## src/source/mipi_lane_pkg.sv

```systemverilog
// Lane distributor shared definitions
`default_nettype none

package mipi_lane_pkg;

  // physical lanes and per-lane storage
  localparam int NUM_LANES = 4;
  localparam int BUF_DEPTH = 4;
  localparam int BUF_PTR_W = $clog2(BUF_DEPTH);
  localparam int BYTE_W    = 8;

  // one payload byte
  typedef logic [BYTE_W-1:0] byte_t;

  // active lane count minus one, 0 selects a single lane
  typedef logic [1:0] lane_sel_t;

  // one bit per lane for write enables, pad, active mask and pop
  typedef logic [NUM_LANES-1:0] lane_mask_t;

  // parallel output, lane i sits in byte i
  typedef logic [NUM_LANES*BYTE_W-1:0] lane_word_t;

  // fill level of a lane buffer, holds 0 to BUF_DEPTH
  typedef logic [2:0] buf_cnt_t;

  // read and write positions inside a lane buffer
  typedef logic [BUF_PTR_W-1:0] buf_ptr_t;

  // distributor position relative to a group
  typedef enum logic {
    DIST_IDLE, // at a group boundary
    DIST_FILL  // part of a group has been dealt
  } dist_state_t;

endpackage

`default_nettype wire

```

## src/source/mipi_lane_distributor.sv

```systemverilog
// Round-robin byte dealer
`default_nettype none

module mipi_lane_distributor
  import mipi_lane_pkg::*;
(
  input  logic       clk,
  input  logic       rst_n,
  input  byte_t      data_in,
  input  logic       valid_in,
  input  logic       last_in,
  input  lane_sel_t  active_lanes,
  output lane_mask_t wr_en,
  output lane_mask_t pad,
  output byte_t      wr_data,
  output logic       wr_last,
  output lane_mask_t active_mask
);

  dist_state_t state;
  lane_sel_t   cfg_sel;      // top lane index of the current group
  lane_mask_t  cfg_mask;
  lane_sel_t   lane_idx;     // lane that takes the next byte of the group
  lane_sel_t   grp_sel;
  lane_mask_t  grp_mask;
  lane_sel_t   grp_lane;
  lane_mask_t  byte_sel;
  lane_mask_t  rest_mask;
  logic        grp_end;
  lane_mask_t  wr_grp_mask;  // group mask travelling with the write
  logic        wr_grp_end;

  function automatic lane_mask_t sel_to_mask(input lane_sel_t sel);
    return lane_mask_t'((5'd2 << sel) - 5'd1);
  endfunction

  // a new group takes the live lane count, a running one keeps its own
  always_comb begin
    if (state == DIST_IDLE) begin
      grp_sel  = active_lanes;
      grp_mask = sel_to_mask(active_lanes);
      grp_lane = '0;
    end else begin
      grp_sel  = cfg_sel;
      grp_mask = cfg_mask;
      grp_lane = lane_idx;
    end
    byte_sel  = lane_mask_t'(1) << grp_lane;
    rest_mask = grp_mask & ~(byte_sel | (byte_sel - lane_mask_t'(1))); // lanes still owed a byte
    grp_end   = last_in || (grp_lane == grp_sel);
  end

  always_ff @(posedge clk or negedge rst_n) begin
    if (!rst_n) begin
      state       <= DIST_IDLE;
      cfg_sel     <= '0;
      cfg_mask    <= sel_to_mask('0);
      lane_idx    <= '0;
      wr_en       <= '0;
      pad         <= '0;
      wr_last     <= 1'b0;
      wr_grp_mask <= '0;
      wr_grp_end  <= 1'b0;
      active_mask <= '0;
    end else begin
      // the aligner sees the mask only in the cycle the group is complete
      active_mask <= wr_grp_end ? wr_grp_mask : '0;
      wr_grp_end  <= valid_in && grp_end;
      wr_grp_mask <= grp_mask;
      if (valid_in) begin
        wr_en   <= last_in ? (byte_sel | rest_mask) : byte_sel;
        pad     <= last_in ? rest_mask : '0; // short group is filled with zero bytes
        wr_last <= last_in;
        if (state == DIST_IDLE) begin
          cfg_sel  <= active_lanes;
          cfg_mask <= grp_mask;
        end
        if (grp_end) begin
          state    <= DIST_IDLE;
          lane_idx <= '0;
        end else begin
          state    <= DIST_FILL;
          lane_idx <= grp_lane + lane_sel_t'(1);
        end
      end else begin
        wr_en   <= '0;
        pad     <= '0;
        wr_last <= 1'b0;
      end
    end
  end

  always_ff @(posedge clk) begin
    if (valid_in) begin
      wr_data <= data_in;
    end
  end

  a_valid_known: assert property (@(posedge clk) disable iff (!rst_n)
    !$isunknown(valid_in))
    else $error("valid_in is unknown");

endmodule

`default_nettype wire

```

## src/source/mipi_lane_buffer.sv

```systemverilog
// Per-lane byte FIFO
`default_nettype none

module mipi_lane_buffer
  import mipi_lane_pkg::*;
(
  input  logic  clk,
  input  logic  rst_n,
  input  logic  wr_en,
  input  byte_t wr_data,
  input  logic  pad,
  input  logic  wr_last,
  input  logic  pop,
  output byte_t rd_data,
  output logic  rd_last,
  output logic  not_empty
);

  byte_t    mem [BUF_DEPTH];
  logic     last_mem [BUF_DEPTH];
  buf_ptr_t wr_ptr;
  buf_ptr_t rd_ptr;
  buf_cnt_t cnt;
  logic     full;

  assign full      = (cnt == buf_cnt_t'(BUF_DEPTH));
  assign not_empty = (cnt != '0);
  assign rd_data   = mem[rd_ptr];  // head entry is always on the output
  assign rd_last   = last_mem[rd_ptr];

  always_ff @(posedge clk) begin
    if (wr_en) begin
      mem[wr_ptr]      <= pad ? byte_t'(0) : wr_data;
      last_mem[wr_ptr] <= wr_last;
    end
  end

  always_ff @(posedge clk or negedge rst_n) begin
    if (!rst_n) begin
      wr_ptr <= '0;
      rd_ptr <= '0;
      cnt    <= '0;
    end else begin
      if (wr_en) begin
        wr_ptr <= wr_ptr + buf_ptr_t'(1); // depth is a power of two so it wraps
      end
      if (pop) begin
        rd_ptr <= rd_ptr + buf_ptr_t'(1);
      end
      case ({wr_en, pop})
        2'b10:   cnt <= cnt + buf_cnt_t'(1);
        2'b01:   cnt <= cnt - buf_cnt_t'(1);
        default: cnt <= cnt;
      endcase
    end
  end

  // with no back-pressure an overflow would silently drop a byte
  a_no_overflow: assert property (@(posedge clk) disable iff (!rst_n)
    wr_en |-> !full)
    else $error("lane buffer written while full");

  a_no_underflow: assert property (@(posedge clk) disable iff (!rst_n)
    pop |-> not_empty)
    else $error("lane buffer popped while empty");

endmodule

`default_nettype wire

```

## src/source/mipi_lane_aligner.sv

```systemverilog
// Lane word aligner
`default_nettype none

module mipi_lane_aligner
  import mipi_lane_pkg::*;
(
  input  logic       clk,
  input  logic       rst_n,
  input  lane_mask_t active_mask,
  input  lane_word_t rd_data,
  input  lane_mask_t rd_last,
  input  lane_mask_t not_empty,
  output lane_mask_t pop,
  output lane_word_t lane_data,
  output logic       lane_valid,
  output logic       lane_last
);

  logic       all_ready;
  lane_word_t masked;
  logic       last_any;

  always_comb begin
    // an empty mask means no group is complete this cycle
    all_ready = (active_mask != '0) && ((not_empty & active_mask) == active_mask);
    pop       = all_ready ? active_mask : '0;
    for (int i = 0; i < NUM_LANES; i++) begin
      masked[i*BYTE_W +: BYTE_W] = active_mask[i] ? rd_data[i*BYTE_W +: BYTE_W] : byte_t'(0);
    end
    last_any = |(rd_last & active_mask); // padded lanes carry the flag too
  end

  always_ff @(posedge clk or negedge rst_n) begin
    if (!rst_n) begin
      lane_data  <= '0;
      lane_valid <= 1'b0;
      lane_last  <= 1'b0;
    end else begin
      lane_valid <= all_ready;
      lane_last  <= all_ready && last_any;
      if (all_ready) begin
        lane_data <= masked; // holds the last word between pulses
      end
    end
  end

  a_pop_in_mask: assert property (@(posedge clk) disable iff (!rst_n)
    (pop & ~active_mask) == '0)
    else $error("pop on an inactive lane");

  // the distributor only presents a mask once every byte of the group is stored
  a_group_ready: assert property (@(posedge clk) disable iff (!rst_n)
    (active_mask != '0) |-> (pop == active_mask))
    else $error("group presented before all active lanes were filled");

endmodule

`default_nettype wire

```

## src/source/mipi_lane_mux_top.sv

```systemverilog
// Byte to lane distributor top
`default_nettype none

module mipi_lane_mux_top
  import mipi_lane_pkg::*;
(
  input  logic       clk,
  input  logic       rst_n,
  input  byte_t      data_in,
  input  logic       valid_in,
  input  logic       last_in,
  input  lane_sel_t  active_lanes,
  output lane_word_t lane_data,
  output logic       lane_valid,
  output logic       lane_last
);

  lane_mask_t wr_en;
  lane_mask_t pad;
  byte_t      wr_data;
  logic       wr_last;
  lane_mask_t active_mask;
  lane_mask_t pop;
  lane_word_t rd_data;
  lane_mask_t rd_last;
  lane_mask_t not_empty;

  mipi_lane_distributor u_dist (
    .clk          (clk),
    .rst_n        (rst_n),
    .data_in      (data_in),
    .valid_in     (valid_in),
    .last_in      (last_in),
    .active_lanes (active_lanes),
    .wr_en        (wr_en),
    .pad          (pad),
    .wr_data      (wr_data),
    .wr_last      (wr_last),
    .active_mask  (active_mask)
  );

  for (genvar i = 0; i < NUM_LANES; i++) begin : g_lane
    mipi_lane_buffer u_buf (
      .clk       (clk),
      .rst_n     (rst_n),
      .wr_en     (wr_en[i]),
      .wr_data   (wr_data),
      .pad       (pad[i]),
      .wr_last   (wr_last),
      .pop       (pop[i]),
      .rd_data   (rd_data[i*BYTE_W +: BYTE_W]),
      .rd_last   (rd_last[i]),
      .not_empty (not_empty[i])
    );
  end

  mipi_lane_aligner u_align (
    .clk         (clk),
    .rst_n       (rst_n),
    .active_mask (active_mask),
    .rd_data     (rd_data),
    .rd_last     (rd_last),
    .not_empty   (not_empty),
    .pop         (pop),
    .lane_data   (lane_data),
    .lane_valid  (lane_valid),
    .lane_last   (lane_last)
  );

endmodule

`default_nettype wire

```

## config.mk

```make
export PLATFORM = sky130hd
export DESIGN_NAME = mipi_lane_mux_top
export DESIGN_NICKNAME = d
export VERILOG_FILES = /design/src/source/mipi_lane_pkg.sv /design/src/source/mipi_lane_distributor.sv /design/src/source/mipi_lane_buffer.sv /design/src/source/mipi_lane_aligner.sv /design/src/source/mipi_lane_mux_top.sv
export SDC_FILE = /design/constraint.sdc
export NUM_CORES = 1
export LEC_CHECK = 0
export ABC_AREA = 1
export BUFFER_PORTS_ARGS = -buffer_cell sky130_fd_sc_hd__buf_2
export CAP_MARGIN = 0
export CORE_ASPECT_RATIO = 0.5
export CORE_UTILIZATION = 29
export DETAILED_ROUTE_END_ITERATION = 12
export PLACE_DENSITY = 0.42
export SYNTH_ARGS = -nofsm -noshare
export SYNTH_HDL_FRONTEND = slang
export SYNTH_SLANG_ARGS = --single-unit
```

## constraint.sdc

```tcl
create_clock -name clk -period 2.19 [get_ports clk]
set_input_delay 0.438 -clock clk [delete_from_list [all_inputs] [get_ports clk]]
set_output_delay 0.438 -clock clk [all_outputs]
set_load 0.01 [all_outputs]
```

==> results.yml, run 1 <==
power:
  power-per-cell-area_nw_per_um2: 1220
  ir_worst_vdd_mv: 0.552
  cellLeakagePower_uw: 0.00507
logic_synthesis:
  yosysSeqAreaShare: 0.681
  synthesis.nets: 931
  ys_types: 28
  post_synthesis_mean_instance_area_um2: 11.2
  synth.ff_latch_count: 240
  yosys_warnings: 0
  postSynthCellCount: 888
  mappedNetlistArea_um2: 9930
place:
  dpl_cell_area_um2: 10800
  detailed_place_hpwl_mm: 15.2
  place_congestion: 0.741
  pre_cts_ws_ps: 19.9
  port-buffer-count: 47
hold_path:
  min-delay-start: "data_in[1]"
  min_delay_worst_endpoint: "u_dist.wr_data[1]$_DFFE_PP_"
  worstHoldPathCells: 1
  holdCritPathClass: "input port to register"
final_layout:
  layout.cells.most_common_list: "nand2_1 (250), edfxtp_1 (152), nand3_1 (116)"
  num-nets-final: 1006
  num-fill-cells: 3332
  area.growth.synth_to_final_pct: 18.3
  layout.cells.most_common: "nand2_1"
  finish.utilization: 0.352
  num_antenna_cells: 0
  layout.area.seq_um2: 6770
  multi_input_combinational_cell_area_um2: 2670
  post_route_cells_drive_above_1_share: 0.150
  area_of_all_placed_cells_without_fillers_um2: 11700
routing:
  dr_wl_met2_mm: 10.2
  vias_per_cell: 4.35
  number_of_search_and_repair_iterations_in_the_first_detailed_routing_pass: 4
  top_signal_layer_used: "met5"
  routed-via-count: 6184
  totalWireLength_mm: 23.5
  post_drt_wl_per_cell_um: 16.5
  m1WireLength_mm: 12.1
  initialDrtViolationCount: 368
  drcViolationCount: 0
  met3_wirelength_um: 845
  ant_nets: 0
setup_path:
  critPathLaunchType: "register"
  rrSetupSlack_ps: 140
  critPathMostFrequentCell: "nand3_1"
  critical-path-slowest-cell: "dfrtp_1"
  timing.critical_path.max_delay_family: "adder cells"
  wp_buf_inv: 2
  crit_path_cells: "nor2_1 -> nand3_1 -> nand2_1 -> inv_4 -> nand3_1 -> inv_1 -> ha_1 -> fa_1 -> a21oi_1 -> o21ai_0 -> xnor2_1"
  criticalPathCategory: "register to register"
  kind_of_end_point_of_the_critical_path: "register"
  max_stage_delay_ps: 400
  rr_endpoint: "g_lane[3].u_buf.cnt[2]$_DFFE_PN0P_"
  crit-reg2reg-launch: "g_lane[2].u_buf.cnt[1]$_DFFE_PN0P_"
  arrival_ps: 2470
  critPathMaxFanout: 11
  required_ps: 2610
  r2r_cells: 11
clock_tree:
  clkLatencyLatePin_ps: 540
  clock_tree_from_tritoncts: "done"
  cts_buffers: 25
  cts.sink_count: 240
  cts.htree.levels: 1
  clk_path_buf_depth: 3
  cts.clk_slew.worst_paths_ps: 60
  cts-root-buf: "clkbuf_16"
timing:
  setup_slack_ps: 141
  rsz0062_at_grt: "yes"
  hold_violations: 0
  finalClockSkew_ps: 21.2
  fin_hold_ws_ps: 91.0
  totalNegativeSetupSlack_ps: 0
  max_freq_mhz: 488
  worst_slew_margin_rel: 0.623
  post-route-period-util: 0.935
  crit_path_time_final_ps: 2050
  worst_pin_slew_ps: 565
  report.final.setup_viol: 0
  report.final.slew_viol_count: 0
grt:
  vias_in_the_first_global_route: 6142
  initial_antenna_violation_count: 1
  grtUsageTotal: 0.137
  first_pass_grt_wire_length_mm: 36.4
  grt_max_degree: 34
  global_route.overflow_total: 0
floorplan:
  num_io_pins: 48
  die_area_um2: 35000
  fp.dieH_um: 133
  site_row_count: 47
  placeableCoreArea_um2: 33400
  die_width_um: 264
  floorplan.initialDensity: 0.297
flow_run:
  maxCapViolCount: 0
status:
  status: "finished clean"
## stage by stage
step                      instances  total power, µW
after floorplan                 888             8550
after global placement         1371             9820
after detailed placement       1371             9900
after CTS                      1419            14500
after global routing           1423            15200
final                          1423            14300
## registers in the layout (all words and copies together), names as in the netlist, 2 cells and up
signal,flops
g_lane.u_buf.mem,128
u_align.lane_data,32
g_lane.u_buf.last_mem,16
g_lane.u_buf.cnt,12
g_lane.u_buf.rd_ptr,8
g_lane.u_buf.wr_ptr,8
u_dist.wr_data,8
u_dist.active_mask,4
u_dist.cfg_mask,4
u_dist.wr_en,4
u_dist.wr_grp_mask,4
u_dist.pad,3
u_dist.cfg_sel,2
u_dist.lane_idx,2
## cell usage after synthesis
library cell    n  area (µm²)
o211ai_1        1        7.51
nand2_4         1        11.3
fa_1            4        80.1
a21oi_1         8        40.0
clkinv_1        8        30.0
o22ai_1         2        12.5
o21ai_1        20         100
inv_2           3        11.3
xor2_1         10        87.6
o21ai_2        10        87.6
mux2_2          1        11.3
nand2_1       250         938
nand2_2         1        6.26
xnor2_1         6        52.6
nor2_1         39         146
dfrtp_1        87        2180
buf_6           5        56.3
buf_1           4        15.0
nand3_1       118         591
nor2_4          1        11.3
buf_2          13        65.1
clkbuf_1       15        56.3
o21ai_0        19        95.1
dfstp_2         1        26.3
ha_1           25         313
nand4_1        10        62.6
edfxtp_1      152        4560
inv_1          74         278
## worst max-delay path by stage
| stage | from | to | depth (start not counted) |
|---|---|---|---|
| finish | g_lane[2].u_buf.cnt[1]$_DFFE_PN0P_ | g_lane[3].u_buf.cnt[2]$_DFFE_PN0P_ | 11 |
| global route | u_dist.active_mask[1]$_DFF_PN0_ | g_lane[2].u_buf.cnt[2]$_DFFE_PN0P_ | 13 |
| CTS | u_dist.active_mask[1]$_DFF_PN0_ | g_lane[1].u_buf.cnt[2]$_DFFE_PN0P_ | 13 |
| detailed placement | g_lane[0].u_buf.cnt[1]$_DFFE_PN0P_ | g_lane[1].u_buf.cnt[2]$_DFFE_PN0P_ | 12 |
| global placement | u_dist.active_mask[1]$_DFF_PN0_ | g_lane[2].u_buf.cnt[2]$_DFFE_PN0P_ | 13 |
| floorplan | u_dist.active_mask[1]$_DFF_PN0_ | g_lane[1].u_buf.cnt[2]$_DFFE_PN0P_ | 14 |
## what timing repair did
item / CTS / global route
hold buffers: 1 / 0
hold endpoints to repair: 29 / 0
pin swaps: 1 / 3
setup endpoints to repair: 1 / 4
buffers inserted: 1 / 4
resized for setup: 0 / 8
## cell families after synthesis
family | Yosys count | synth area share
simple gates | 420 | 0.178
flops | 240 | 0.681
buf+inv | 122 | 0.0515
compound gates | 60 | 0.0345
fa+ha+maj | 29 | 0.0396
xor+xnor | 16 | 0.0141
mux | 1 | 0.00113
## power by group
group	internal, µW	switching, µW
logic	1290	2450
clock network	2750	1780
registers	5650	407
total	9700	4640
## metal layers
metal	GRT usage	vias up
li1	-	3103
met1	0.200	2960
met2	0.211	90
met3	0.0270	29
met4	0.0245	2
met5	0	-
## layout make-up
class | count | share of cell area
sequential | 240 | 0.576
timing repair buffer | 85 | 0.0479
tap | 441 | 0.0470
multi-input combinational | 526 | 0.227
inverter | 85 | 0.0274
clock inverter | 10 | 0.0131
clock buffer | 36 | 0.0610
(Power assumes the default switching activity.)
==> run 2, diff against run 1 <==
- PLACE_DENSITY: 0.42 -> 0.41
- SLEW_MARGIN: unset -> 5
- clock period: 2.19 -> 2.25 ns (I/O delays scaled with it)
==> run 2 against run 1 <==
Hold slack worse by 4.2 ps. Via count up 0.52%. Sequential share of layout area up 0.16 points. Fmax down 3.3%. Global-route usage down 0.26 points.
==> results.yml, run 2 (same netlist as run 1, synthesis figures left out) <==
final_layout:
  post_route_cells_drive_above_1_share: 0.146
  largest_register_ff_count: 128
  biggestRegsByFlops: "g_lane.u_buf.mem x128, u_align.lane_data x32, g_lane.u_buf.last_mem x16"
  num-fill-cells: 3339
  layout.cells.most_common: "nand2_1"
  largest_register: "g_lane.u_buf.mem"
  area.growth.synth_to_final_pct: 17.9
  layout.cells.most_common_list: "nand2_1 (250), edfxtp_1 (152), nand3_1 (117)"
  num-nets-final: 998
  num_antenna_cells: 0
routing:
  post_drt_wl_per_cell_um: 16.4
  totalWireLength_mm: 23.1
  routed-via-count: 6216
  initialDrtViolationCount: 419
  drcViolationCount: 0
  number_of_search_and_repair_iterations_in_the_first_detailed_routing_pass: 5
  vias_per_cell: 4.39
  ant_nets: 0
place:
  place_congestion: 0.742
  pre_cts_ws_ps: 72.5
  detailed_place_hpwl_mm: 15.1
  port-buffer-count: 47
timing:
  hold_violations: 0
  max_freq_mhz: 472
  report.final.slew_viol_count: 0
  crit_path_time_final_ps: 2120
  finalClockSkew_ps: 20.9
  post-route-period-util: 0.942
  setup_slack_ps: 131
  worst_pin_slew_ps: 595
  rsz0062_at_grt: "no"
  worst_slew_margin_rel: 0.603
  report.final.setup_viol: 0
  totalNegativeSetupSlack_ps: 0
setup_path:
  crit-reg2reg-launch: "g_lane[0].u_buf.cnt[1]$_DFFE_PN0P_"
  r2r_cells: 12
  arrival_ps: 2530
  critical-path-slowest-cell: "dfrtp_1"
  wp_buf_inv: 3
  timing.critical_path.max_delay_family: "adder cells"
  critPathMaxFanout: 6
  required_ps: 2670
  kind_of_end_point_of_the_critical_path: "register"
  rrSetupSlack_ps: 130
  critPathLaunchType: "register"
  startpoint: "g_lane[0].u_buf.cnt[1]$_DFFE_PN0P_"
  max_stage_delay_ps: 380
  rr_endpoint: "g_lane[0].u_buf.cnt[2]$_DFFE_PN0P_"
  criticalPathCategory: "register to register"
  crit_path_cells: "inv_1 -> nand3_1 -> nor2_2 -> nor2_4 -> buf_4 -> nand3_1 -> inv_1 -> ha_2 -> fa_2 -> a21oi_1 -> o21ai_1 -> xor2_1"
grt:
  met2_usage: 0.203
  grt_max_degree: 41
  vias_in_the_first_global_route: 6128
  initial_antenna_violation_count: 0
  global_route.overflow_total: 0
  grt-busiest-layer: "met2"
  grtUsageTotal: 0.134
  gr-usage-met3: 0.0266
  met1_usage: 0.197
  first_pass_grt_wire_length_mm: 36.0
clock_tree:
  cts.sink_count: 240
  clk_path_buf_depth: 3
  cts.clk_slew.worst_paths_ps: 60
  cts.htree.levels: 1
  clkLatencyLatePin_ps: 540
  cts_buffers: 25
  cts-root-buf: "clkbuf_16"
  clock_tree_from_tritoncts: "done"
floorplan:
  die_area_um2: 35000
  placeableCoreArea_um2: 33400
  num_io_pins: 48
  fp.dieH_um: 133
  site_row_count: 47
  die_width_um: 264
  floorplan.initialDensity: 0.297
power:
  power-per-cell-area_nw_per_um2: 1190
  cellLeakagePower_uw: 0.00505
  ir_worst_vdd_mv: 0.508
status:
  status: "finished clean"
hold_path:
  min_delay_worst_endpoint: "u_dist.wr_data[4]$_DFFE_PP_"
  min-delay-start: "data_in[4]"
  holdCritPathClass: "input port to register"
  worstHoldPathCells: 1
flow_run:
  maxCapViolCount: 0
[run 2: worst max path at each step]
| stage | end | slack, ps | cells after the start |
|---|---|---|---|
| 2_1_floorplan | g_lane[1].u_buf.cnt[2]$_DFFE_PN0P_ | 130 | 14 |
| 3_3_place_gp | g_lane[2].u_buf.cnt[2]$_DFFE_PN0P_ | 90 | 13 |
| 3_5_place_dp | g_lane[2].u_buf.cnt[2]$_DFFE_PN0P_ | 70 | 13 |
| 4_1_cts | g_lane[2].u_buf.cnt[2]$_DFFE_PN0P_ | 70 | 12 |
| 5_1_grt | g_lane[2].u_buf.cnt[2]$_DFFE_PN0P_ | 5 | 13 |
| 6_report | g_lane[0].u_buf.cnt[2]$_DFFE_PN0P_ | 130 | 12 |
[run 2: metrics by stage]
| stage | util | hold slack [ps] | instances | instance area [µm²] | power, µW |
|---|---|---|---|---|---|
| after floorplan | - | 154 | 888 | 9930 | 8320 |
| after global placement | 0.322 | 449 | 1365 | 10800 | 9510 |
| after detailed placement | 0.322 | 444 | 1365 | 10800 | 9570 |
| after CTS | 0.349 | 57.2 | 1412 | 11700 | 14100 |
| after global routing | 0.351 | 63.0 | 1415 | 11700 | 14900 |
| final | 0.351 | 86.9 | 1415 | 11700 | 14000 |
[run 2: per-layer routing]
metal / routed length (µm) / vias to the layer above
met5: 0 / -
met4: 422 / 0
met3: 1040 / 32
met2: 10100 / 89
met1: 11600 / 2993
li1: - / 3102
[run 2: where the power goes]
group	internal [µW]	switching, µW
combinational	1220	2340
clock	2740	1760
sequential	5500	410
[run 2: area by class of cell]
cell class | instances | area, µm² | share of cell area
repair buffers | 77 | 503 | 0.0429
clock inverters | 11 | 166 | 0.0142
clock buffers | 35 | 733 | 0.0626
flip-flops and latches | 240 | 6770 | 0.578
multi-input cells | 526 | 2670 | 0.228
inverters | 85 | 319 | 0.0272
well taps | 441 | 552 | 0.0471
[run 2: repair_timing]
action	in CTS	in global routing
hold buffers	1	0
hold endpoints to repair	27	0
gates resized for setup	0	8
setup endpoints to repair	0	5
buffers inserted	0	3
